--- config.mk ---
export PLATFORM = sky130hd
export DESIGN_NAME = lane_fifo
export DESIGN_NICKNAME = d
export VERILOG_FILES = /design/src/design/lane_fifo.sv
export SDC_FILE = /design/constraint.sdc
export NUM_CORES = 1
export LEC_CHECK = 0
export ABC_CLOCK_PERIOD_IN_PS = 3250
export BUFFER_PORTS_ARGS = -buffer_cell sky130_fd_sc_hd__buf_2
export CORE_MARGIN = 4
export CORE_UTILIZATION = 33
export CTS_CLUSTER_SIZE = 20
export DETAILED_ROUTE_END_ITERATION = 10
export PLACE_DENSITY_LB_ADDON = 0.05
export SETUP_SLACK_MARGIN = 0.15
export SYNTH_ARGS = -nofsm -noshare
export SYNTH_HDL_FRONTEND = slang
export SYNTH_SLANG_ARGS = --single-unit
--- constraint.sdc ---
create_clock -name ap_clk -period 3.25 [get_ports ap_clk]
set_clock_uncertainty 0.05 [all_clocks]
set_input_delay 0.1625 -clock ap_clk [delete_from_list [all_inputs] [get_ports ap_clk]]
set_output_delay 0.1625 -clock ap_clk [all_outputs]
set_load 0.03 [all_outputs]
--- src/design/lane_fifo.sv ---
`timescale 1ns/1ps
`default_nettype none

module lane_fifo #(
    parameter type payload_t  = logic,
    parameter int  FIFO_DEPTH = 16
) (
    input  logic                          ap_clk,
    input  logic                          areset_generator,
    input  logic                          push,
    input  payload_t                      push_data,
    input  logic                          pop,
    output payload_t                      pop_data,
    output logic                          empty,
    output logic [$clog2(FIFO_DEPTH):0]   level
);

    localparam int ADDR_W = $clog2(FIFO_DEPTH);

    payload_t mem [FIFO_DEPTH];

    // Pointers carry one extra bit to tell full from empty
    logic [ADDR_W:0] wr_ptr;
    logic [ADDR_W:0] rd_ptr;
    logic            pop_ok;

    // Popping an empty FIFO has no effect
    assign pop_ok = pop && !empty;

    // --------------------------------------------------
    // Pointer update
    // --------------------------------------------------
    always_ff @(posedge ap_clk) begin
        if (areset_generator) begin
            wr_ptr <= '0;
            rd_ptr <= '0;
        end else begin
            if (push) begin
                wr_ptr <= wr_ptr + 1'b1;
            end
            if (pop_ok) begin
                rd_ptr <= rd_ptr + 1'b1;
            end
        end
    end

    // Storage
    always_ff @(posedge ap_clk) begin
        if (push) begin
            mem[wr_ptr[ADDR_W-1:0]] <= push_data;
        end
    end

    // --------------------------------------------------
    // Status and read port
    // --------------------------------------------------
    // Head entry visible in the same cycle as pop
    assign pop_data = mem[rd_ptr[ADDR_W-1:0]];
    assign empty    = (wr_ptr == rd_ptr);
    assign level    = wr_ptr - rd_ptr;

endmodule : lane_fifo

`default_nettype wire

==> impl_metrics.ini, run 1 <==
[outcome]
status = complete, no violations

[placed_design]
place_area_sq_mm = 0.00156
placedCellCount = 179
hpwl_um = 2080
port_buffers = 11
gp_congestion = 0.742

[setup_path]
cp.arrival_ns = 2.07
crit_type = reg2out
cp-start-kind = flip-flop
required_ns = 3.04
critPathMaxFanout = 5
worstSetupEndpointType = primary output

[yosys]
synth_nets = 135
synthFlopType = edfxtp_1
syn_inst = 120
netlist.area_leader.share_pct = 33.2
netlist_top_cells_count = 16 x and2_1, 16 x edfxtp_1, 14 x dfxtp_1, 13 x nor2_1, 9 x ha_1
synth_area_leaders = edfxtp_1 33%, dfxtp_1 19%, ha_1 7.8%, and2_1 6.9%, mux4_2 6.2%
ys_ff_latch = 30
async_reset_ff_share_pct = 0
yosysWarningCount = 0
avgSynthCellArea_sq_um = 12.0
yosys.area.top_type = edfxtp_1
ys_seq_area_share_pct = 52.6
yosysUniqueCellTypes = 27
synth_edf_count = 16
syn_area_sq_mm = 0.00145

[cts]
post_cts_buffers = 0
clkTransAtPathRegs_ns = 0.06
cts_hold_buf = 0
cts_max_path_buffers = 2
clk_latency_ns = 0.27
numClockSinks = 30
cts_made_buffers = 5
h-tree-depth = 2
cts_root_buf = clkbuf_8
cts_resized = 0
cts_tree = built

[power]
power_density_mw_per_mm2 = 645
ir_worst_vdd_mv = 0.359
power.leakage_nw = 0.660

[route]
drtIter0Drc = 12
wirelength_um = 2730
routedWlPerCell_um = 14.6
drcViolationCount = 0
drtPass1Iterations = 4
viasPerCell = 4.71
ant_nets = 0
vias = 880

[sta]
maxSlewHeadroom_pct = 75.7
fin_crit_sh_pct = 70.4
maxClockFrequency_ghz = 0.437
hold_viol = 0
drv_slew = 0
worstMarginPinSlew_ns = 0.364
hold_slack_ns = 0.168
grt_setup_unrepaired = false
post-route-min-period_ns = 2.29
setup_viol = 0
timing.setup.tns_ns = 0

[job]
drv_cap = 0

[grt]
grt_antenna_before_repair = 0
grt-ovfl-total = 0
grt_pass1_wl_um = 4660
grt_max_degree = 17
track_usage_pct = 11.8
grt_pass1_vias = 975

[die]
die_w_um = 74.2
coreArea_sq_mm = 0.00412
rows = 23
die_area_sq_mm = 0.00550
start_util_pct = 35.1
ios = 12
die_h_um = 74.2

[layout]
num-fill-cells = 408
layout-area-overhead-vs-synth_pct = 16.4
num_antenna_cells = 0
final_core_util_pct = 40.9
finalInstanceArea_sq_mm = 0.00168
fin_nets = 151
stdcell_count = 187
drive_above_1_share_pct = 18.2

[min_path]
min_path_type = in2reg
## cell usage in the layout (no fill, tap or decap), drive strengths merged, types with 2 or more instances in the layout
cell type	Yosys	layout
a21o	2	2
a21oi	6	6
and2	16	16
buf	0	11
clkbuf	2	6
dfxtp	14	14
edfxtp	16	16
ha	9	9
inv	7	7
mux2i	3	3
mux4	4	4
nand2	3	3
nand4	2	2
nor2	13	13
o21ai	3	3
or3	2	2
xnor2	4	4
xor2	6	6
## cell type report
cell class	count	area, sq um	area share [%]
inverter	7	26.3	1.56
clock buffer	6	93.8	5.58
clock inverter	2	33.8	2.01
sequential	30	761	45.2
multi-input combinational	81	651	38.7
tap	50	62.6	3.72
timing repair buffer	11	55.1	3.27
## worst max-delay path, stage by stage (launching register included)
cell and delay [ns]:
dfxtp_1 0.35, inv_1 0.12, ha_1 0.15, inv_1 0.06, fa_1 0.40, a21o_1 0.17
a21oi_1 0.18, xor2_1 0.15, buf_2 0.21
## routing by layer
metal	track usage [%]	wire, um
met1	13.8	1230
met2	19.6	1320
met3	4.32	118
met4	4.83	51
met5	0	0
## kinds of logic (layout without fill, tap and decap cells)
logic type	count (synthesis)	in the layout	share of synthesized area, %
AND/OR/NAND/NOR	41	41	15.2
flip-flops	30	30	52.6
AO/OA/AOI/OAI	13	13	5.80
adder cells (fa/ha/maj)	10	10	9.18
XOR/XNOR	10	10	6.58
buffers and inverters	9	26	2.34
multiplexers	7	7	8.31
## per-stage QoR
stage	power (mW)	setup WS [ns]
2_1_floorplan	0.626	1.20
3_3_place_gp	0.691	1.30
3_5_place_dp	0.695	1.25
4_1_cts	1.10	0.937
5_1_grt	1.15	0.784
6_report	1.09	0.963
## worst paths after layout
| path | cells past startpoint | start | slack (ns) | endpoint |
|---|---|---|---|---|
| setup reg to reg | 6 | wr_ptr[0] | 1.43 | flip-flop |
| hold reg to reg | 2 | rd_ptr[4] | 0.48 | rd_ptr[4] |
| setup / recovery | 8 | wr_ptr[0] | 0.96 | level[4] |
| hold / removal | 2 | areset_generator | 0.17 | rd_ptr[2] |
## report_power, final
group / switching [mW] / total (mW) / leakage, nW / internal [mW]
registers: 0.0241 / 0.439 / 0.258 / 0.415
logic: 0.149 / 0.242 / 0.338 / 0.0934
clock network: 0.133 / 0.405 / 0.0640 / 0.272
No activity file was read; power rests on OpenSTA's default activity.
==> run 2, diff against run 1 <==
--- a/config.mk
+++ b/config.mk
@@ -5,7 +5,7 @@
 export SDC_FILE = /design/constraint.sdc
 export NUM_CORES = 1
 export LEC_CHECK = 0
-export ABC_CLOCK_PERIOD_IN_PS = 3250
+export ABC_CLOCK_PERIOD_IN_PS = 2300
 export BUFFER_PORTS_ARGS = -buffer_cell sky130_fd_sc_hd__buf_2
 export CORE_MARGIN = 4
 export CORE_UTILIZATION = 33
==> constraint.sdc (replaced) <==
create_clock -name ap_clk -period 2.3 [get_ports ap_clk]
set_clock_uncertainty 0.05 [all_clocks]
set_input_delay 0.115 -clock ap_clk [delete_from_list [all_inputs] [get_ports ap_clk]]
set_output_delay 0.115 -clock ap_clk [all_outputs]
set_load 0.03 [all_outputs]
==> run 2 against run 1 <==
Against the previous run:
- count of clock-buffer cells in the layout rose by 2
- largest power group unchanged
- setup slack got worse by 0.72 ns
- largest cell class unchanged
- first-iteration DRC count grew to 2.5 times the previous value
- highest routed layer unchanged
- critical endpoint unchanged
==> impl_metrics.ini, run 2 (same netlist as run 1, synthesis figures left out) <==
[route]
wirelength_um = 2650
drtIter0Drc = 30
routedWlPerCell_um = 14.2
vias = 883
drcViolationCount = 0
viasPerCell = 4.72
ant_nets = 0
drtPass1Iterations = 4

[sta]
worstMarginPinSlew_ns = 0.312
maxSlewHeadroom_pct = 79.2
grt_setup_unrepaired = true
drv_slew = 0
fin_crit_sh_pct = 89.6
timing.setup.tns_ns = 0
hold_viol = 0
maxClockFrequency_ghz = 0.485
post-route-min-period_ns = 2.06
setup_viol = 0

[placed_design]
hpwl_um = 2010
port_buffers = 11
place_area_sq_mm = 0.00156
gp_congestion = 0.718
placedCellCount = 179

[die]
start_util_pct = 35.1
die_w_um = 74.2
die_h_um = 74.2
coreArea_sq_mm = 0.00412
rows = 23
die_area_sq_mm = 0.00550
ios = 12

[layout]
layout_common_cells = 16 x and2_1, 16 x edfxtp_1, 13 x nor2_1, 11 x dfxtp_1, 10 x buf_2
stdcell_count = 187
num-fill-cells = 411
layout-area-overhead-vs-synth_pct = 16.1
num_antenna_cells = 0
fin_nets = 151
drive_above_1_share_pct = 23.4
finalInstanceArea_sq_mm = 0.00168

[grt]
grt_max_degree = 17
grt-ovfl-total = 0
grt_pass1_wl_um = 4520
grt_antenna_before_repair = 0
track_usage_pct = 11.3
grt_pass1_vias = 911

[cts]
clkTransAtPathRegs_ns = 0.06
cts_tree = built
cts_root_buf = clkbuf_8
cts_hold_buf = 0
post_cts_buffers = 0
cts_made_buffers = 5
clk_latency_ns = 0.27
cts_max_path_buffers = 2
numClockSinks = 30
h-tree-depth = 2

[setup_path]
critPathMaxFanout = 5
cp-start-kind = flip-flop
crit_type = reg2out
worstSetupEndpointType = primary output
cp.arrival_ns = 1.90
required_ns = 2.13

[min_path]
min_path_type = in2reg

[power]
power.leakage_nw = 0.654
ir_worst_vdd_mv = 0.462
power_density_mw_per_mm2 = 870

[outcome]
status = complete, no violations

[job]
drv_cap = 0
==> run 2: cell count changes in the layout (fill, tap and decap cells not counted), sizes merged <==
cell | previous run | this run
clkinv | 1 | 0
clkbuf | 6 | 8
bufinv | 1 | 0
==> run 2: report_power, final <==
| part | internal [mW] | total (mW) | leakage [nW] | switching [mW] |
|---|---|---|---|---|
| clock network | 0.302 | 0.487 | 0.0575 | 0.186 |
| registers | 0.589 | 0.623 | 0.259 | 0.0337 |
| logic | 0.138 | 0.349 | 0.337 | 0.210 |
| total | 1.03 | 1.46 | 0.654 | 0.430 |
==> run 2: metal layers <==
layer / track usage, % / vias to the layer above / share of wire, %
li1: - / 449 / -
met1: 14.8 / 421 / 49
met2: 17.6 / 9 / 48
met3: 3.38 / 4 / 2.5
met4: 4.23 / 0 / 0.79
met5: 0 / - / 0
==> run 2: layout make-up <==
type | count | area, sq um | share of cell area, %
flip-flops and latches | 30 | 764 | 45.6
inverters | 7 | 26.3 | 1.57
multi-input cells | 81 | 657 | 39.1
clock buffers | 8 | 110 | 6.56
repair buffers | 11 | 57.6 | 3.43
well taps | 50 | 62.6 | 3.73
==> run 2: metrics by stage <==
stage	worst slack, ns	hold slack, ns	util, %	power [mW]
5_1_grt	0.0963	0.133	40.8	1.54
6_report	0.239	0.126	40.8	1.46
3_5_place_dp	0.352	0.409	37.8	0.975
4_1_cts	0.157	0.121	40.7	1.48
2_1_floorplan	0.301	0.134	-	0.885
3_3_place_gp	0.401	0.410	37.8	0.977
==> run 2: final timing paths <==
path	start	cells after the start	slack, ns	to
worst min register to register	rd_ptr[4]	2	0.48	rd_ptr[4]
worst max-delay path	wr_ptr[0]	8	0.24	level[4]
worst min-delay path	areset_generator	2	0.13	wr_ptr[4]
worst max register to register	wr_ptr[2]	5	0.52	flip-flop
==> run 2: critical path, cell delays in order, from the launching register on <==
cell and delay [ns]:
dfxtp_2 0.35, inv_2 0.08, ha_1 0.14, inv_1 0.06
fa_2 0.35, a21o_1 0.17, a21oi_2 0.13, xor2_1 0.16
buf_4 0.18
==> run 2: what timing repair did <==
| item | in CTS | in global routing |
|---|---|---|
| setup endpoints to repair | 1 | 2 |
| pin swaps | 0 | 0 |
| gates resized for setup | 5 | 2 |
==> run 3, diff against run 2 <==
--- a/config.mk
+++ b/config.mk
@@ -5,6 +5,7 @@
 export SDC_FILE = /design/constraint.sdc
 export NUM_CORES = 1
 export LEC_CHECK = 0
+export ABC_AREA = 1
 export ABC_CLOCK_PERIOD_IN_PS = 2300
 export BUFFER_PORTS_ARGS = -buffer_cell sky130_fd_sc_hd__buf_2
 export CORE_MARGIN = 4
==> run 3 against run 2 <==
Against the previous run:
- sequential share of layout area decreased by 1.8 points
- setup slack improved by 0.074 ns
- sequential cell count unchanged
- count of clock-buffer cells in the layout decreased by 2
- hold slack got worse by 0.045 ns
- cell area increased by 3.8%
- via count increased by 35%
- synthesized cell count increased by 59%
- final cell count increased by 38%
- register-to-register slack improved by 0.08 ns
- global-route usage about the same
- core utilization decreased by 1.8 points
==> impl_metrics.ini, run 3 <==
[outcome]
status = complete, no violations

[route]
ant_nets = 0
wirelength_um = 3010
routedWlPerCell_um = 11.7
vias = 1192
drtIter0Drc = 24
drtPass1Iterations = 4
drcViolationCount = 0
viasPerCell = 4.62

[setup_path]
crit_type = reg2out
crit_path_end = level[4]
cp.arrival_ns = 1.82
ff2ff_setup_slack_ns = 0.60
r2r_cells = 8
critPathMaxFanout = 6
cp-start-kind = flip-flop
worstSetupEndpointType = primary output
critical_path.startpoint = wr_ptr[0]
r2r_start = rd_ptr[2]
required_ns = 2.13

[sta]
setup_viol = 0
worstMarginPinSlew_ns = 0.311
maxSlewHeadroom_pct = 79.2
hold_slack_ns = 0.0809
fin_crit_sh_pct = 86.4
hold_viol = 0
drv_slew = 0
grt_setup_unrepaired = false
post-route-min-period_ns = 1.99
maxClockFrequency_ghz = 0.503
postLayoutSetupSlackWorst_ns = 0.313
timing.setup.tns_ns = 0

[grt]
grt-ovfl-total = 0
grt_antenna_before_repair = 0
grt_pass1_vias = 1155
grt_max_degree = 17
track_usage_pct = 11.3
grt_pass1_wl_um = 5260

[cts]
cts_made_buffers = 5
post_cts_buffers = 0
cts_tree = built
clkTransAtPathRegs_ns = 0.06
numClockSinks = 30
clk_latency_ns = 0.27
h-tree-depth = 2
cts_max_path_buffers = 2
cts_root_buf = clkbuf_8

[placed_design]
port_buffers = 11
placedCellCount = 250
hpwl_um = 2350
gp_congestion = 0.790
place_area_sq_mm = 0.00166
dp_slack_ns = 0.538

[layout]
layout-area-overhead-vs-synth_pct = 11.8
layout_common_cells = 42 x nand2_1, 30 x inv_1, 26 x nor2_1, 19 x nand3_1, 16 x edfxtp_1
stdcell_count = 258
num_antenna_cells = 0
num-fill-cells = 472
fin_nets = 220
finalInstanceArea_sq_mm = 0.00174
layout_commonest_cell = nand2_1
drive_above_1_share_pct = 11.7

[power]
power_density_mw_per_mm2 = 776
ir_worst_vdd_mv = 0.288
power.leakage_nw = 0.769

[yosys]
avgSynthCellArea_sq_um = 8.16
netlist.area_leader.share_pct = 30.8
netlist_top_cells_count = 42 x nand2_1, 31 x inv_1, 26 x nor2_1, 19 x nand3_1, 16 x edfxtp_1
yosysMostFrequentCell = nand2_1
async_reset_ff_share_pct = 0
synthFlopType = edfxtp_1
yosys.area.top_type = edfxtp_1
yosysUniqueCellTypes = 19
ys_ff_latch = 30
synth_area_leaders = edfxtp_1 31%, dfxtp_1 18%, nand2_1 10%, inv_1 7.5%, ha_1 7.2%
syn_area_sq_mm = 0.00156
synth_edf_count = 16
syn_inst = 191
synth_nets = 206
ys_seq_area_share_pct = 48.8
yosysWarningCount = 0

[die]
ios = 12
start_util_pct = 34.8
coreArea_sq_mm = 0.00447
die_w_um = 76.7
rows = 24
die_h_um = 76.7
die_area_sq_mm = 0.00588

[min_path]
min_path_type = in2reg

[job]
drv_cap = 0
-- run 3: changes by cell type after synthesis, sizes merged, moves of 3 or more --
cell	before	now
mux4	4	0
xnor2	4	0
and2	16	0
nand2	3	46
nand3	1	19
a21oi	6	11
mux2i	3	0
buf	0	3
inv	7	32
nor2	13	26
-- run 3: metal layers --
| layer | wire length (um) | global-route usage [%] |
|---|---|---|
| met4 | 36 | 4.89 |
| met5 | 0 | 0 |
| met1 | 1450 | 14.0 |
| met3 | 113 | 3.28 |
| met2 | 1410 | 18.3 |
-- run 3: what timing repair did --
item,CTS,global route
setup endpoints to repair,0,1
gates resized for setup,0,4
hold buffers,0,0
-- run 3: layout make-up --
cell class | count | area, sq um | area share [%]
clock buffer | 6 | 72.6 | 4.17
timing repair buffer | 11 | 57.6 | 3.30
tap | 52 | 65.1 | 3.74
multi-input combinational | 125 | 656 | 37.6
sequential | 30 | 762 | 43.8
clock inverter | 2 | 8.76 | 0.503
inverter | 32 | 120 | 6.90
-- run 3: worst max-delay path, cell delays in order, from the launching register on --
cell and delay (ns):
dfxtp_1 0.36, inv_2 0.10, ha_1 0.15, inv_1 0.06, fa_1 0.40, nand3_1 0.10
nand2_1 0.07, xor2_1 0.13, buf_4 0.18
-- run 3: logic make-up (layout without fill, tap and decap cells) --
| kind of cell | after synthesis | in the layout | share of synthesized area, % |
|---|---|---|---|
| adder cells (fa/ha/maj) | 10 | 10 | 8.51 |
| AO/OA/AOI/OAI | 15 | 15 | 4.82 |
| XOR/XNOR | 5 | 5 | 2.81 |
| flip-flops | 30 | 30 | 48.8 |
| AND/OR/NAND/NOR | 95 | 95 | 25.9 |
| buffers and inverters | 36 | 51 | 9.08 |
-- run 3: worst min path at each step --
stage | end | start | depth (start not counted) | slack, ns
5_1_grt | wr_ptr[3] | areset_generator | 2 | 0.10
3_3_place_gp | wr_ptr[3] | areset_generator | 2 | 0.37
3_5_place_dp | rd_ptr[2] | areset_generator | 2 | 0.37
4_1_cts | rd_ptr[3] | areset_generator | 2 | 0.08
2_1_floorplan | mem[0] | push_data | 0 | 0.16
6_report | rd_ptr[3] | areset_generator | 2 | 0.08
-- run 3: where the power goes --
part | internal [mW] | leakage [nW] | total (mW) | switching, mW
registers | 0.586 | 0.259 | 0.618 | 0.0327
clock network | 0.207 | 0.0426 | 0.394 | 0.186
logic | 0.108 | 0.468 | 0.339 | 0.230
-- run 3: stage by stage --
stage,power (mW),utilization (%)
after floorplan,0.883,-
after global placement,0.965,37.0
after detailed placement,0.965,37.0
after CTS,1.36,38.8
after global routing,1.43,38.9
final,1.35,38.9
