### src/design/merge_pkg.sv
`default_nettype none

package merge_pkg;

    // --------------------------------------------------
    // Field widths
    // --------------------------------------------------
    localparam int DATA_W    = 32;
    localparam int LANE_ID_W = 2;
    localparam int COUNT_W   = 16;

    // --------------------------------------------------
    // Packet formats
    // --------------------------------------------------
    // Response beat from one engine lane
    typedef struct packed {
        logic              valid;
        logic [DATA_W-1:0] payload;
    } response_packet_t;

    // Merged request with the payload tagged by its source lane
    typedef struct packed {
        logic                 valid;
        logic [LANE_ID_W-1:0] lane_id;
        logic [DATA_W-1:0]    payload;
    } request_packet_t;

    // Job configuration strobe
    typedef struct packed {
        logic               valid;
        logic [COUNT_W-1:0] count;
    } merge_config_t;

    // --------------------------------------------------
    // Controller states
    // --------------------------------------------------
    typedef enum logic [2:0] {
        MERGE_IDLE,
        MERGE_SETUP,
        MERGE_BUSY,
        MERGE_PAUSE,
        MERGE_DONE
    } merge_state_t;

endpackage : merge_pkg

`default_nettype wire

### src/design/merge_control.sv
`timescale 1ns/1ps
`default_nettype none

module merge_control
    import merge_pkg::*;
(
    input  logic          ap_clk,
    input  logic          areset_generator,
    input  merge_config_t config_in,
    input  logic          popped,
    input  logic          sent,
    input  logic          prog_full,
    output logic          merge_enable,
    output logic          done
);

    merge_state_t state;
    merge_state_t state_next;

    logic [COUNT_W-1:0] job_count;
    logic [COUNT_W-1:0] popped_cnt;
    logic [COUNT_W-1:0] sent_cnt;
    logic [COUNT_W:0]   popped_total;
    logic               job_sent;

    // --------------------------------------------------
    // State register and next state
    // --------------------------------------------------
    always_ff @(posedge ap_clk) begin
        if (areset_generator) begin
            state <= MERGE_IDLE;
        end else begin
            state <= state_next;
        end
    end

    assign job_sent = (sent_cnt == job_count);

    always_comb begin
        state_next = state;
        case (state)
            MERGE_IDLE: begin
                if (config_in.valid) begin
                    state_next = MERGE_SETUP;
                end
            end
            MERGE_SETUP: begin
                state_next = MERGE_BUSY;
            end
            MERGE_BUSY: begin
                if (job_sent) begin
                    state_next = MERGE_DONE;
                end else if (prog_full) begin
                    state_next = MERGE_PAUSE;
                end
            end
            MERGE_PAUSE: begin
                if (job_sent) begin
                    state_next = MERGE_DONE;
                end else if (!prog_full) begin
                    state_next = MERGE_BUSY;
                end
            end
            MERGE_DONE: begin
                state_next = MERGE_IDLE;
            end
            default: begin
                state_next = MERGE_IDLE;
            end
        endcase
    end

    // --------------------------------------------------
    // Job count and progress counters
    // --------------------------------------------------
    // Count taken from the strobe that starts the job
    always_ff @(posedge ap_clk) begin
        if (state == MERGE_IDLE && config_in.valid) begin
            job_count <= config_in.count;
        end
    end

    always_ff @(posedge ap_clk) begin
        if (areset_generator || state == MERGE_SETUP) begin
            popped_cnt <= '0;
            sent_cnt   <= '0;
        end else begin
            popped_cnt <= popped_cnt + COUNT_W'(popped);
            sent_cnt   <= sent_cnt + COUNT_W'(sent);
        end
    end

    // The push in flight trails its pop by a cycle and counts as popped
    assign popped_total = {1'b0, popped_cnt} + {{COUNT_W{1'b0}}, popped};
    assign merge_enable = (state == MERGE_BUSY) && (popped_total < {1'b0, job_count});

    // Done flag is high only while in MERGE_DONE
    always_ff @(posedge ap_clk) begin
        if (areset_generator) begin
            done <= 1'b0;
        end else begin
            done <= (state_next == MERGE_DONE);
        end
    end

endmodule : merge_control

`default_nettype wire

### config.mk
export PLATFORM = sky130hd
export DESIGN_NAME = merge_control
export DESIGN_NICKNAME = d
export VERILOG_FILES = /design/src/design/merge_pkg.sv /design/src/design/merge_control.sv
export SDC_FILE = /design/constraint.sdc
export NUM_CORES = 1
export LEC_CHECK = 0
export ABC_CLOCK_PERIOD_IN_PS = 4200
export BUFFER_PORTS_ARGS = -buffer_cell sky130_fd_sc_hd__buf_2
export CAP_MARGIN = 10
export CORE_ASPECT_RATIO = 1.4
export CORE_MARGIN = 2
export CORE_UTILIZATION = 30
export DETAILED_ROUTE_END_ITERATION = 8
export GPL_TIMING_DRIVEN = 0
export SYNTH_ARGS = -nofsm -noshare
export SYNTH_HDL_FRONTEND = slang
export SYNTH_SLANG_ARGS = --single-unit
### constraint.sdc
create_clock -name ap_clk -period 4.2 [get_ports ap_clk]
set_clock_uncertainty 0.15 [all_clocks]
set_input_delay 0.42 -clock ap_clk [delete_from_list [all_inputs] [get_ports ap_clk]]
set_output_delay 0.42 -clock ap_clk [all_outputs]
set_load 0.01 [all_outputs]
==> results of run 1 <==
==> Yosys cell counts (2+ instances only) <==
cell	count
nand4_1	10
nor4_1	4
nand3_1	12
o31ai_1	3
nor2_1	16
a21o_1	2
a2111oi_0	3
and2_1	13
a21oi_1	10
xnor2_1	31
o21a_1	4
nor3b_1	4
or4_4	2
inv_1	22
dfxtp_1	36
and4_1	3
clkbuf_1	5
o21ai_0	8
nand2_1	14
ha_1	19
or3_1	3
nand2b_1	2
edfxtp_1	16
xor2_1	6
or2_1	2
nor3_1	6
==> worst paths after layout <==
| kind | startpoint | endpoint | slack (ns) |
|---|---|---|---|
| hold reg to reg | state[2] | state[1] | 0.37 |
| setup / recovery | popped_cnt[0] | merge_enable | 0.23 |
| hold / removal | config_in[10] | job_count[10] | 0.14 |
| setup reg to reg | sent_cnt[9] | state[1] | 2.17 |
==> worst reg2reg max path, cell delays in order (launching register included) <==
cell and delay [ns]:
dfxtp_1 0.31, clkbuf_1 0.24, xnor2_1 0.21, nand4_1 0.14, nor4_1 0.59, a2111oi_0 0.24
==> power by group <==
part	leakage [µW]	internal, µW	switching, µW	total, µW
Sequential	0.000443	539	16.1	555
Clock	0.0000804	283	185	468
Combinational	0.000674	38.2	47.7	85.9
Total	0.00120	860	249	1110
==> area by class of cell <==
type                       count  area share, %
buffer                         6           1.01
clock buffer                   5           4.05
clock inverter                 3           1.50
inverter                      22           2.67
multi-input combinational    187           43.4
sequential                    52           38.9
tap                          105           4.25
timing repair buffer          25           4.21
==> sequential cells by signal (all words and copies together) (netlist names) <==
register / cells
done: 1
job_count: 16
popped_cnt: 16
sent_cnt: 16
state: 3
==> cell families after synthesis <==
family          synth area share, %
xor+xnor                       12.3
simple gates                   20.4
compound gates                 8.42
buf+inv                        4.45
flops                          45.4
fa+ha+maj                      8.99
==> stage by stage <==
step | worst slack [ns] | cells | setup TNS [ns] | hold WS (ns) | utilization (%)
floorplan | 0.570 | 268 | 0 | 0.291 | -
global placement | 0.0487 | 396 | 0 | 0.316 | 33.8
detailed placement | -0.0105 | 398 | -0.0105 | 0.358 | 34.0
global route | 0.0451 | 405 | 0 | 0.140 | 36.1
finish | 0.227 | 405 | 0 | 0.143 | 36.1
CTS | 0.0414 | 406 | 0 | 0.135 | 36.1
==> timing repair <==
item | 4_1_cts | 5_1_grt
resized for setup | 2 | 2
endpoints found under the setup margin | 1 | 1
pin swaps | 0 | 0
cloned | 0 | 0
==> routing by layer <==
layer	track usage (%)	share of wire, %	up-vias
met2	24.9	59	19
met5	0	0	-
met3	1.94	1.6	5
met1	11.6	38	944
met4	5.25	1.7	0
li1	-	-	1002
==> results by group, run 1 <==
Global route
  • Initial antenna violation count: 0
  • Largest net degree at the start of global routing: 18
  • First-pass GRT wire length: 9.11 mm
  • GR Overflow Total: 0
  • GRT Total Usage: between 10% and 20%
  • Vias in the first global route: roughly 2000

Route
  • First-pass DRT Iterations: 4
  • Detailed Route Iter0 Violations: 109
  • Vias: 1970
  • Remaining antenna violation count: 0
  • DR WL/cell: 13.4 µm
  • Total wire length: between 5 and 6 mm
  • Number of remaining DRC errors: 0
  • Vias per std cell: roughly 4.9

Die
  • Die Width: 83.3 µm
  • Die area: 9590 µm²
  • Row count: 40
  • Starting Density: 30.9%
  • Core ar.: 8560 µm²
  • Die Height: 115 µm
  • I/O pin count: 24

Yosys
  • Syn Nets: a little over 300
  • Dominant cells by area after synthesis: dfxtp_1 27%, edfxtp_1 18%, xnor2_1 10%, ha_1 9.0%, inv_1 3.1%
  • Post-synthesis instance area: around 2600 µm²
  • Synthesized flop and latch total: 52
  • Sequential share of the synthesized area: between 40 and 50%
  • Share of the synthesized area in the top cell type: 27.3%
  • Post-synth top area cell: dfxtp_1
  • FFs w/ async S/R, synth: 0%
  • Avg Synthesized Cell Area: 9.86 µm²
  • Synth unique cells: 38
  • Post-synth EDFFs: 16
  • Post-Syn Instances: 268
  • Synth Warn #: 0
  • Synth Flop Type: dfxtp_1

Final layout
  • FF+latch area: 1200 µm²
  • Final Cell Area: 3090 µm²
  • Filler cell count: between 800 and 900
  • Area of the multi-input gates: roughly 1300 µm²
  • Ant diodes: 0
  • Layout cells sized above 1: 14.0%
  • Nets: 340
  • Most common cell after layout, fill and taps aside: dfxtp_1
  • Commonest cells after routing, fill and taps aside: 36 x dfxtp_1, 31 x xnor2_1, 24 x buf_2
  • Area Growth Syn to Fin: 16.8%

Clock tree
  • CTS root buffer: clkbuf_16
  • Num CTS Buffers: 5
  • Worst-path clk slew: 0.07 ns
  • Cts hold-fix bufs: 0
  • Clock tree from TritonCTS: built
  • Number of clock sinks: 52
  • Post-CTS Setup Bufs: 0
  • Maximum root-to-sink buffer count: 2
  • H-tree Lvls: 2
  • Clock Latency Late Sink: 0.29 ns

Critical path
  • CP bufs+invs: 1
  • Worst reg-to-reg path cell count: 5
  • CP max stage cell: a2111oi_2
  • Crit path depth: 12
  • Setup Crit Path Kind: reg2out
  • Most used cell along the critical path: ha_1
  • Startpoint types: flip-flop
  • CP required: 3.63 ns
  • Crit. End Element: output port
  • CP peak stage delay: 0.40 ns
  • Crit path max-delay family: compound AO/OA/AOI/OAI gates
  • CP max FO: 6
  • Crit-path cells: ha_1 -> ha_1 -> and4_4 -> nand4_1 -> o21a_1 -> or2_1 -> ha_1 -> a21o_1 -> a2111oi_2 -> o21ai_0 -> o31ai_1 -> buf_2
  • Data arrival time of the worst path: roughly 3.4 ns

Outcome
  • Status: complete, no violations

STA
  • RSZ-0062 raised after global routing: false
  • Max-slew violations: 0
  • Rel. slew slack: roughly half
  • Final setup viols: 0
  • Fin crit share: roughly 95%
  • Slew at the pin closest to its max-slew limit: 0.754 ns
  • Max frequency: approximately 250 MHz
  • Final count of hold timing violations: 0
  • Min Clock Period, post-route: 3.97 ns

Power and ir drop
  • P_leak: 0.00120 µW
  • Worst vdd ir: ~170 µV
  • Pwr Total: 1110 µW
  • Pwr/cell area: 359 nW/µm²

Placement
  • Final HPWL DP: 4.34 mm
  • Gpl congestion: slightly below 0.9
  • IO Port Bufs: 23
  • Post-Place Cell Area: 2910 µm²

Hold path
  • HP Class: in2reg
  • Hold Crit Depth: 1

Flow run
  • # Max-Cap Violations: 0
(Power assumes the default switching activity.)
==> inputs of run 2 (changes only) <==
Settings changed: ABC_CLOCK_PERIOD_IN_PS 4200 to 4950.
Clock period 4.2 ns to 4.95 ns, I/O delays scaled along.
==> run 2 against run 1 <==
Net effect: die area did not move; clock power fell by 15%; hold slack improved by 0.075 ns; final cell count rose by 0.25%; register-to-register slack improved by 0.74 ns; design area fell by 0.16%; critical path type unchanged; highest routed layer unchanged.
==> results by group, run 2 (synthesis results as in run 1) <==
Route
  • Total wire length: 5.43 mm (-0.13%)
  • Detailed Route Iter0 Violations: 90 (-17%)
  • DR WL/cell: 13.4 µm (-0.37%)
  • Vias: 1979 (+0.46%)
  • Remaining antenna violation count: 0 (unchanged)
  • Vias per std cell: 4.87 (+0.21%)
  • Number of remaining DRC errors: 0 (unchanged)
  • First-pass DRT Iterations: 4 (unchanged)

STA
  • Final count of hold timing violations: 0 (unchanged)
  • Setup TNS: 0 ns (unchanged)
  • Min Clock Period, post-route: 4.40 ns
  • Final setup viols: 0 (unchanged)
  • Rel. slew slack: 48.8% (-0.50 points)
  • Max-slew violations: 0 (unchanged)
  • Slew at the pin closest to its max-slew limit: 0.761 ns (+0.00742 ns)
  • Min Hold Slack: 0.218 ns (+0.0749 ns)
  • Max frequency: roughly 230 MHz
  • Fin crit share: 89.0%
  • RSZ-0062 raised after global routing: false

Die
  • Core ar.: 8560 µm² (unchanged)
  • Die area: 9590 µm² (unchanged)
  • Row count: 40 (unchanged)
  • Die Width: 83.3 µm (unchanged)
  • Starting Density: 30.9% (unchanged)
  • I/O pin count: 24 (unchanged)
  • Die Height: 115 µm (unchanged)

Placement
  • Post-Place Cell Area: 2910 µm² (unchanged)
  • Final HPWL DP: 4.34 mm (unchanged)
  • IO Port Bufs: 23 (unchanged)
  • Inst Count DP: 398 (unchanged)
  • Gpl congestion: 0.865 (unchanged)

Final layout
  • Area Growth Syn to Fin: 16.6%
  • Most common cell after layout, fill and taps aside: dfxtp_1
  • Final Cell Area: 3080 µm² (-0.16%)
  • Largest regs: job_count x16, popped_cnt x16, sent_cnt x16
  • Nets: 341 (+0.29%)
  • Finished Layout Cells: 406 (+0.25%)
  • Commonest cells after routing, fill and taps aside: 36 x dfxtp_1, 31 x xnor2_1, 24 x buf_2
  • Filler cell count: 859 (+0.35%)
  • Layout cells sized above 1: 13.3% (-0.71 points)
  • Ant diodes: 0 (unchanged)

Global route
  • First-pass GRT wire length: 9.09 mm (-0.15%)
  • Initial antenna violation count: 0 (unchanged)
  • GRT Total Usage: 12.1% (-0.015 points)
  • GR Overflow Total: 0 (unchanged)
  • Largest net degree at the start of global routing: 18 (unchanged)
  • Vias in the first global route: 1993 (-0.15%)

Clock tree
  • Clock Latency Late Sink: 0.30 ns (about the same)
  • H-tree Lvls: 2 (unchanged)
  • Worst-path clk slew: 0.07 ns (about the same)
  • Num CTS Buffers: 5 (unchanged)
  • Clock tree from TritonCTS: built
  • Post-CTS Setup Bufs: 0 (unchanged)
  • Cts hold-fix bufs: 0 (unchanged)
  • Maximum root-to-sink buffer count: 2 (unchanged)
  • CTS resizes: 0 (-2)
  • CTS root buffer: clkbuf_16
  • Number of clock sinks: 52 (unchanged)

Flow run
  • # Max-Cap Violations: 0 (unchanged)

Power and ir drop
  • Pwr/cell area: 305 nW/µm² (-15%)
  • Internal power: 729 µW (-15%)
  • Comb pwr share: 7.6% (about the same)
  • Switching power total: 211 µW (-15%)
  • Flop pwr share: 50.1% (about the same)
  • Worst vdd ir: 149 µV (-15%)
  • P_leak: 0.00120 µW (about the same)
  • Sw Ratio: 22.4% (about the same)
  • Clock power frac: 42.3% (about the same)

Critical path
  • CP max FO: 6 (unchanged)
  • Startpoint types: flip-flop
  • Setup Crit Path Kind: reg2out
  • Reg2reg setup slack: 2.91 ns (+0.74 ns)
  • Crit. End Element: output port
  • CP required: 4.30 ns (+0.67 ns)
  • Data arrival time of the worst path: 3.76 ns (+0.36 ns)

Hold path
  • HP Class: in2reg

Outcome
  • Status: complete, no violations
## run 2: cell count changes in the layout (fill, tap and decap cells not counted), sizes merged
cell,before,now
clkbuf,9,10
## run 2: path summary, 6_finish.rpt
| check | startpoint | endpoint | cells past startpoint |
|---|---|---|---|
| setup / recovery | popped_cnt[0] | merge_enable | 13 |
| hold / removal | config_in[10] | job_count[10] | 1 |
| setup reg to reg | sent_cnt[9] | state[1] | 5 |
| hold reg to reg | state[2] | state[1] | 1 |
## run 2: layer usage
layer | vias to the layer above | GRT usage (%) | wire length (µm)
met5 | - | 0 | 0
met4 | 0 | 5.25 | 93
met3 | 5 | 1.94 | 99
met2 | 20 | 24.9 | 3170
met1 | 949 | 11.5 | 2060
li1 | 1005 | - | -
## run 2: power groups by stage
stage / combinational [µW] / clock (µW) / sequential (µW)
2_1_floorplan: 44.3 / 0 / 476
3_3_place_gp: 67.9 / 0 / 482
3_5_place_dp: 73.2 / 0 / 481
4_1_cts: 73.8 / 408 / 471
5_1_grt: 82.6 / 423 / 473
6_report: 71.8 / 397 / 471
## run 2: through the flow
stage	setup WS (ns)	total power (µW)	utilization (%)
after global placement	0.649	550	33.8
after detailed placement	0.590	554	34.0
after CTS	0.538	953	36.0
after floorplan	1.17	520	-
final	0.545	940	36.0
after global routing	0.249	978	36.0
## run 2: area by class of cell
| cell class | instances | area (µm²) | area share, % |
|---|---|---|---|
| multi-input cells | 187 | 1330 | 43.2 |
| flip-flops and latches | 52 | 1200 | 39.0 |
| well taps | 105 | 131 | 4.26 |
| repair buffers | 25 | 130 | 4.22 |
| clock buffers | 5 | 125 | 4.06 |
| inverters | 22 | 82.6 | 2.68 |
| clock inverters | 3 | 46.3 | 1.50 |
| plain buffers | 7 | 35.0 | 1.14 |
## run 2: critical path, cell delays in order, from the launching register on
cell and delay, ns:
dfxtp_1 0.31, ha_1 0.18, ha_1 0.22, and4_1 0.19, clkbuf_1 0.24, nand4_1 0.17, o21a_1 0.20, or2_1 0.23
ha_1 0.29, a21o_1 0.16, a2111oi_0 0.54, o21ai_0 0.21, o31ai_1 0.33, buf_2 0.19
==> inputs of run 3 (changes only) <==
Settings changed: ABC_CLOCK_PERIOD_IN_PS 4950 to 4000.
Clock period 4.95 ns to 4 ns, I/O delays scaled along.
==> run 3 against run 2 <==
Net effect: clock power increased by 24%; first-iteration DRC count grew 23%; flip-flop and latch count is the same; design area grew 0.57%; sequential share of layout area is 0.22 points lower; via count is 0.51% lower; hold slack worse by 0.095 ns; critical path type unchanged; critical endpoint unchanged; largest cell class unchanged.
==> results by group, run 3 (synthesis results as in run 1) <==
Hold path
  • Hold Crit Depth: 1 (unchanged)
  • Hold Path Origin: config_in[10]
  • HP Class: in2reg
  • Worst-case hold path end point: job_count[10]

Outcome
  • Status: complete, no violations

Critical path
  • Setup Crit Path Kind: reg2out
  • Crit-path cells: ha_1 -> ha_1 -> and4_4 -> nand4_1 -> o21a_1 -> or2_1 -> ha_1 -> a21o_1 -> a2111oi_4 -> o21ai_1 -> o31ai_1 -> buf_2
  • CP bufs+invs: 1 (-1)
  • CP max stage cell: a2111oi_4
  • Worst reg-to-reg path cell count: 5 (unchanged)
  • CP required: 3.45 ns (-0.85 ns)
  • R2R Path Start: sent_cnt[9]
  • Most used cell along the critical path: ha_1
  • CP max FO: 6 (unchanged)
  • R2R Path End: state[1]
  • Crit path max-delay family: compound AO/OA/AOI/OAI gates
  • Startpoint types: flip-flop
  • Reg2reg setup slack: 1.97 ns (-0.94 ns)
  • Data arrival time of the worst path: 3.28 ns (-0.48 ns)
  • CP peak stage delay: 0.37 ns (-0.17 ns)
  • Crit. End Element: output port

Final layout
  • Nets: 340 (-0.29%)
  • Most common cell after layout, fill and taps aside: dfxtp_1
  • Ant diodes: 0 (unchanged)
  • Largest regs: job_count x16, popped_cnt x16, sent_cnt x16
  • Layout cells sized above 1: 14.0% (+0.71 points)
  • Final Cell Area: 3100 µm² (+0.57%)
  • Finished Layout Cells: 405 (-0.25%)
  • Area Growth Syn to Fin: 17.3%
  • Commonest cells after routing, fill and taps aside: 36 x dfxtp_1, 31 x xnor2_1, 24 x buf_2

STA
  • Slew at the pin closest to its max-slew limit: 0.747 ns (-0.0142 ns)
  • Max-slew violations: 0 (unchanged)
  • Max frequency: about 260 MHz
  • Min Clock Period, post-route: 3.83 ns
  • RSZ-0062 raised after global routing: false
  • Final count of hold timing violations: 0 (unchanged)
  • Final setup viols: 0 (unchanged)
  • Setup TNS: 0 ns (unchanged)
  • Fin crit share: 95.8%
  • Rel. slew slack: 49.7% (+0.96 points)
  • Min Hold Slack: 0.123 ns (-0.0950 ns)

Die
  • Die Height: 115 µm (unchanged)
  • Die area: 9590 µm² (unchanged)
  • Row count: 40 (unchanged)
  • Die Width: 83.3 µm (unchanged)
  • Core ar.: 8560 µm² (unchanged)
  • I/O pin count: 24 (unchanged)
  • Starting Density: 30.9% (unchanged)

Route
  • Remaining antenna violation count: 0 (unchanged)
  • Vias per std cell: 4.86 (-0.26%)
  • Number of remaining DRC errors: 0 (unchanged)
  • First-pass DRT Iterations: 4 (unchanged)
  • Total wire length: 5.44 mm (+0.22%)
  • Detailed Route Iter0 Violations: 111 (+23%)
  • DR WL/cell: 13.4 µm (+0.47%)
  • Vias: 1969 (-0.51%)

Clock tree
  • Num CTS Buffers: 5 (unchanged)
  • Post-CTS Setup Bufs: 0 (unchanged)
  • Number of clock sinks: 52 (unchanged)
  • Clock Latency Late Sink: 0.30 ns (about the same)
  • Worst-path clk slew: 0.07 ns (about the same)
  • CTS root buffer: clkbuf_16
  • Maximum root-to-sink buffer count: 2 (unchanged)
  • H-tree Lvls: 2 (unchanged)
  • Clock tree from TritonCTS: built
  • Cts hold-fix bufs: 0 (unchanged)

Placement
  • IO Port Bufs: 23 (unchanged)
  • Post-Place Cell Area: 2910 µm² (unchanged)
  • Final HPWL DP: 4.34 mm (unchanged)
  • Gpl congestion: 0.865 (unchanged)
  • Inst Count DP: 398 (unchanged)

Power and ir drop
  • Pwr/cell area: 377 nW/µm² (+23%)
  • P_leak: 0.00120 µW (about the same)
  • Pwr Total: 1170 µW (+24%)
  • Worst vdd ir: 184 µV (+24%)

Global route
  • Vias in the first global route: 1986 (-0.35%)
  • First-pass GRT wire length: 9.10 mm (about the same)
  • GRT Total Usage: 12.1% (+0.015 points)
  • Largest net degree at the start of global routing: 18 (unchanged)
  • Initial antenna violation count: 0 (unchanged)
  • GR Overflow Total: 0 (unchanged)

Flow run
  • # Max-Cap Violations: 0 (unchanged)
==> run 3: power by group <==
group          internal [µW]  total [µW]  switching, µW
clock                    297         493            196
combinational           40.9        91.5           50.5
sequential               566         583           17.3
total                    904        1170            263
==> run 3: area by class of cell <==
cell class                 count  area [µm²]
clock inverter                 3        46.3
inverter                      22        82.6
buffer                         6        31.3
clock buffer                   5         125
multi-input combinational    187        1350
fill                         855        5460
tap                          105         131
sequential                    52        1200
timing repair buffer          25         130
==> run 3: how the worst max path moves through the flow <==
stage | start | endpoint | cells after the start
floorplan | popped | merge_enable | 12
global route | popped_cnt[0] | merge_enable | 12
global placement | popped | merge_enable | 14
finish | popped_cnt[0] | merge_enable | 12
detailed placement | popped | merge_enable | 14
CTS | popped_cnt[0] | merge_enable | 12
==> run 3: metrics by stage <==
step                      setup WS (ns)  util (%)
final                             0.169      36.2
after global routing             0.0295      36.2
after CTS                       0.00739      36.1
after detailed placement         -0.170      34.0
after global placement           -0.111      33.8
after floorplan                   0.410         -
==> run 3: worst reg2reg max path, stage by stage (launching register included) <==
cell       delay, ns
dfxtp_1         0.31
clkbuf_1        0.24
xnor2_1         0.21
nand4_1         0.14
nor4_1          0.59
a2111oi_0       0.24
==> run 3: timing repair <==
action | 4_1_cts | 5_1_grt
cloned | 0 | 0
resized for setup | 3 | 3
setup endpoints to repair | 1 | 1
pin swaps | 0 | 1
==> run 3: layer usage <==
| metal | part of all wire (%) | vias up | track usage, % |
|---|---|---|---|
| met5 | 0 | - | 0 |
| met4 | 1.7 | 0 | 5.25 |
| met3 | 1.7 | 5 | 1.94 |
| met2 | 59 | 22 | 24.9 |
| met1 | 38 | 940 | 11.6 |
| li1 | - | 1002 | - |
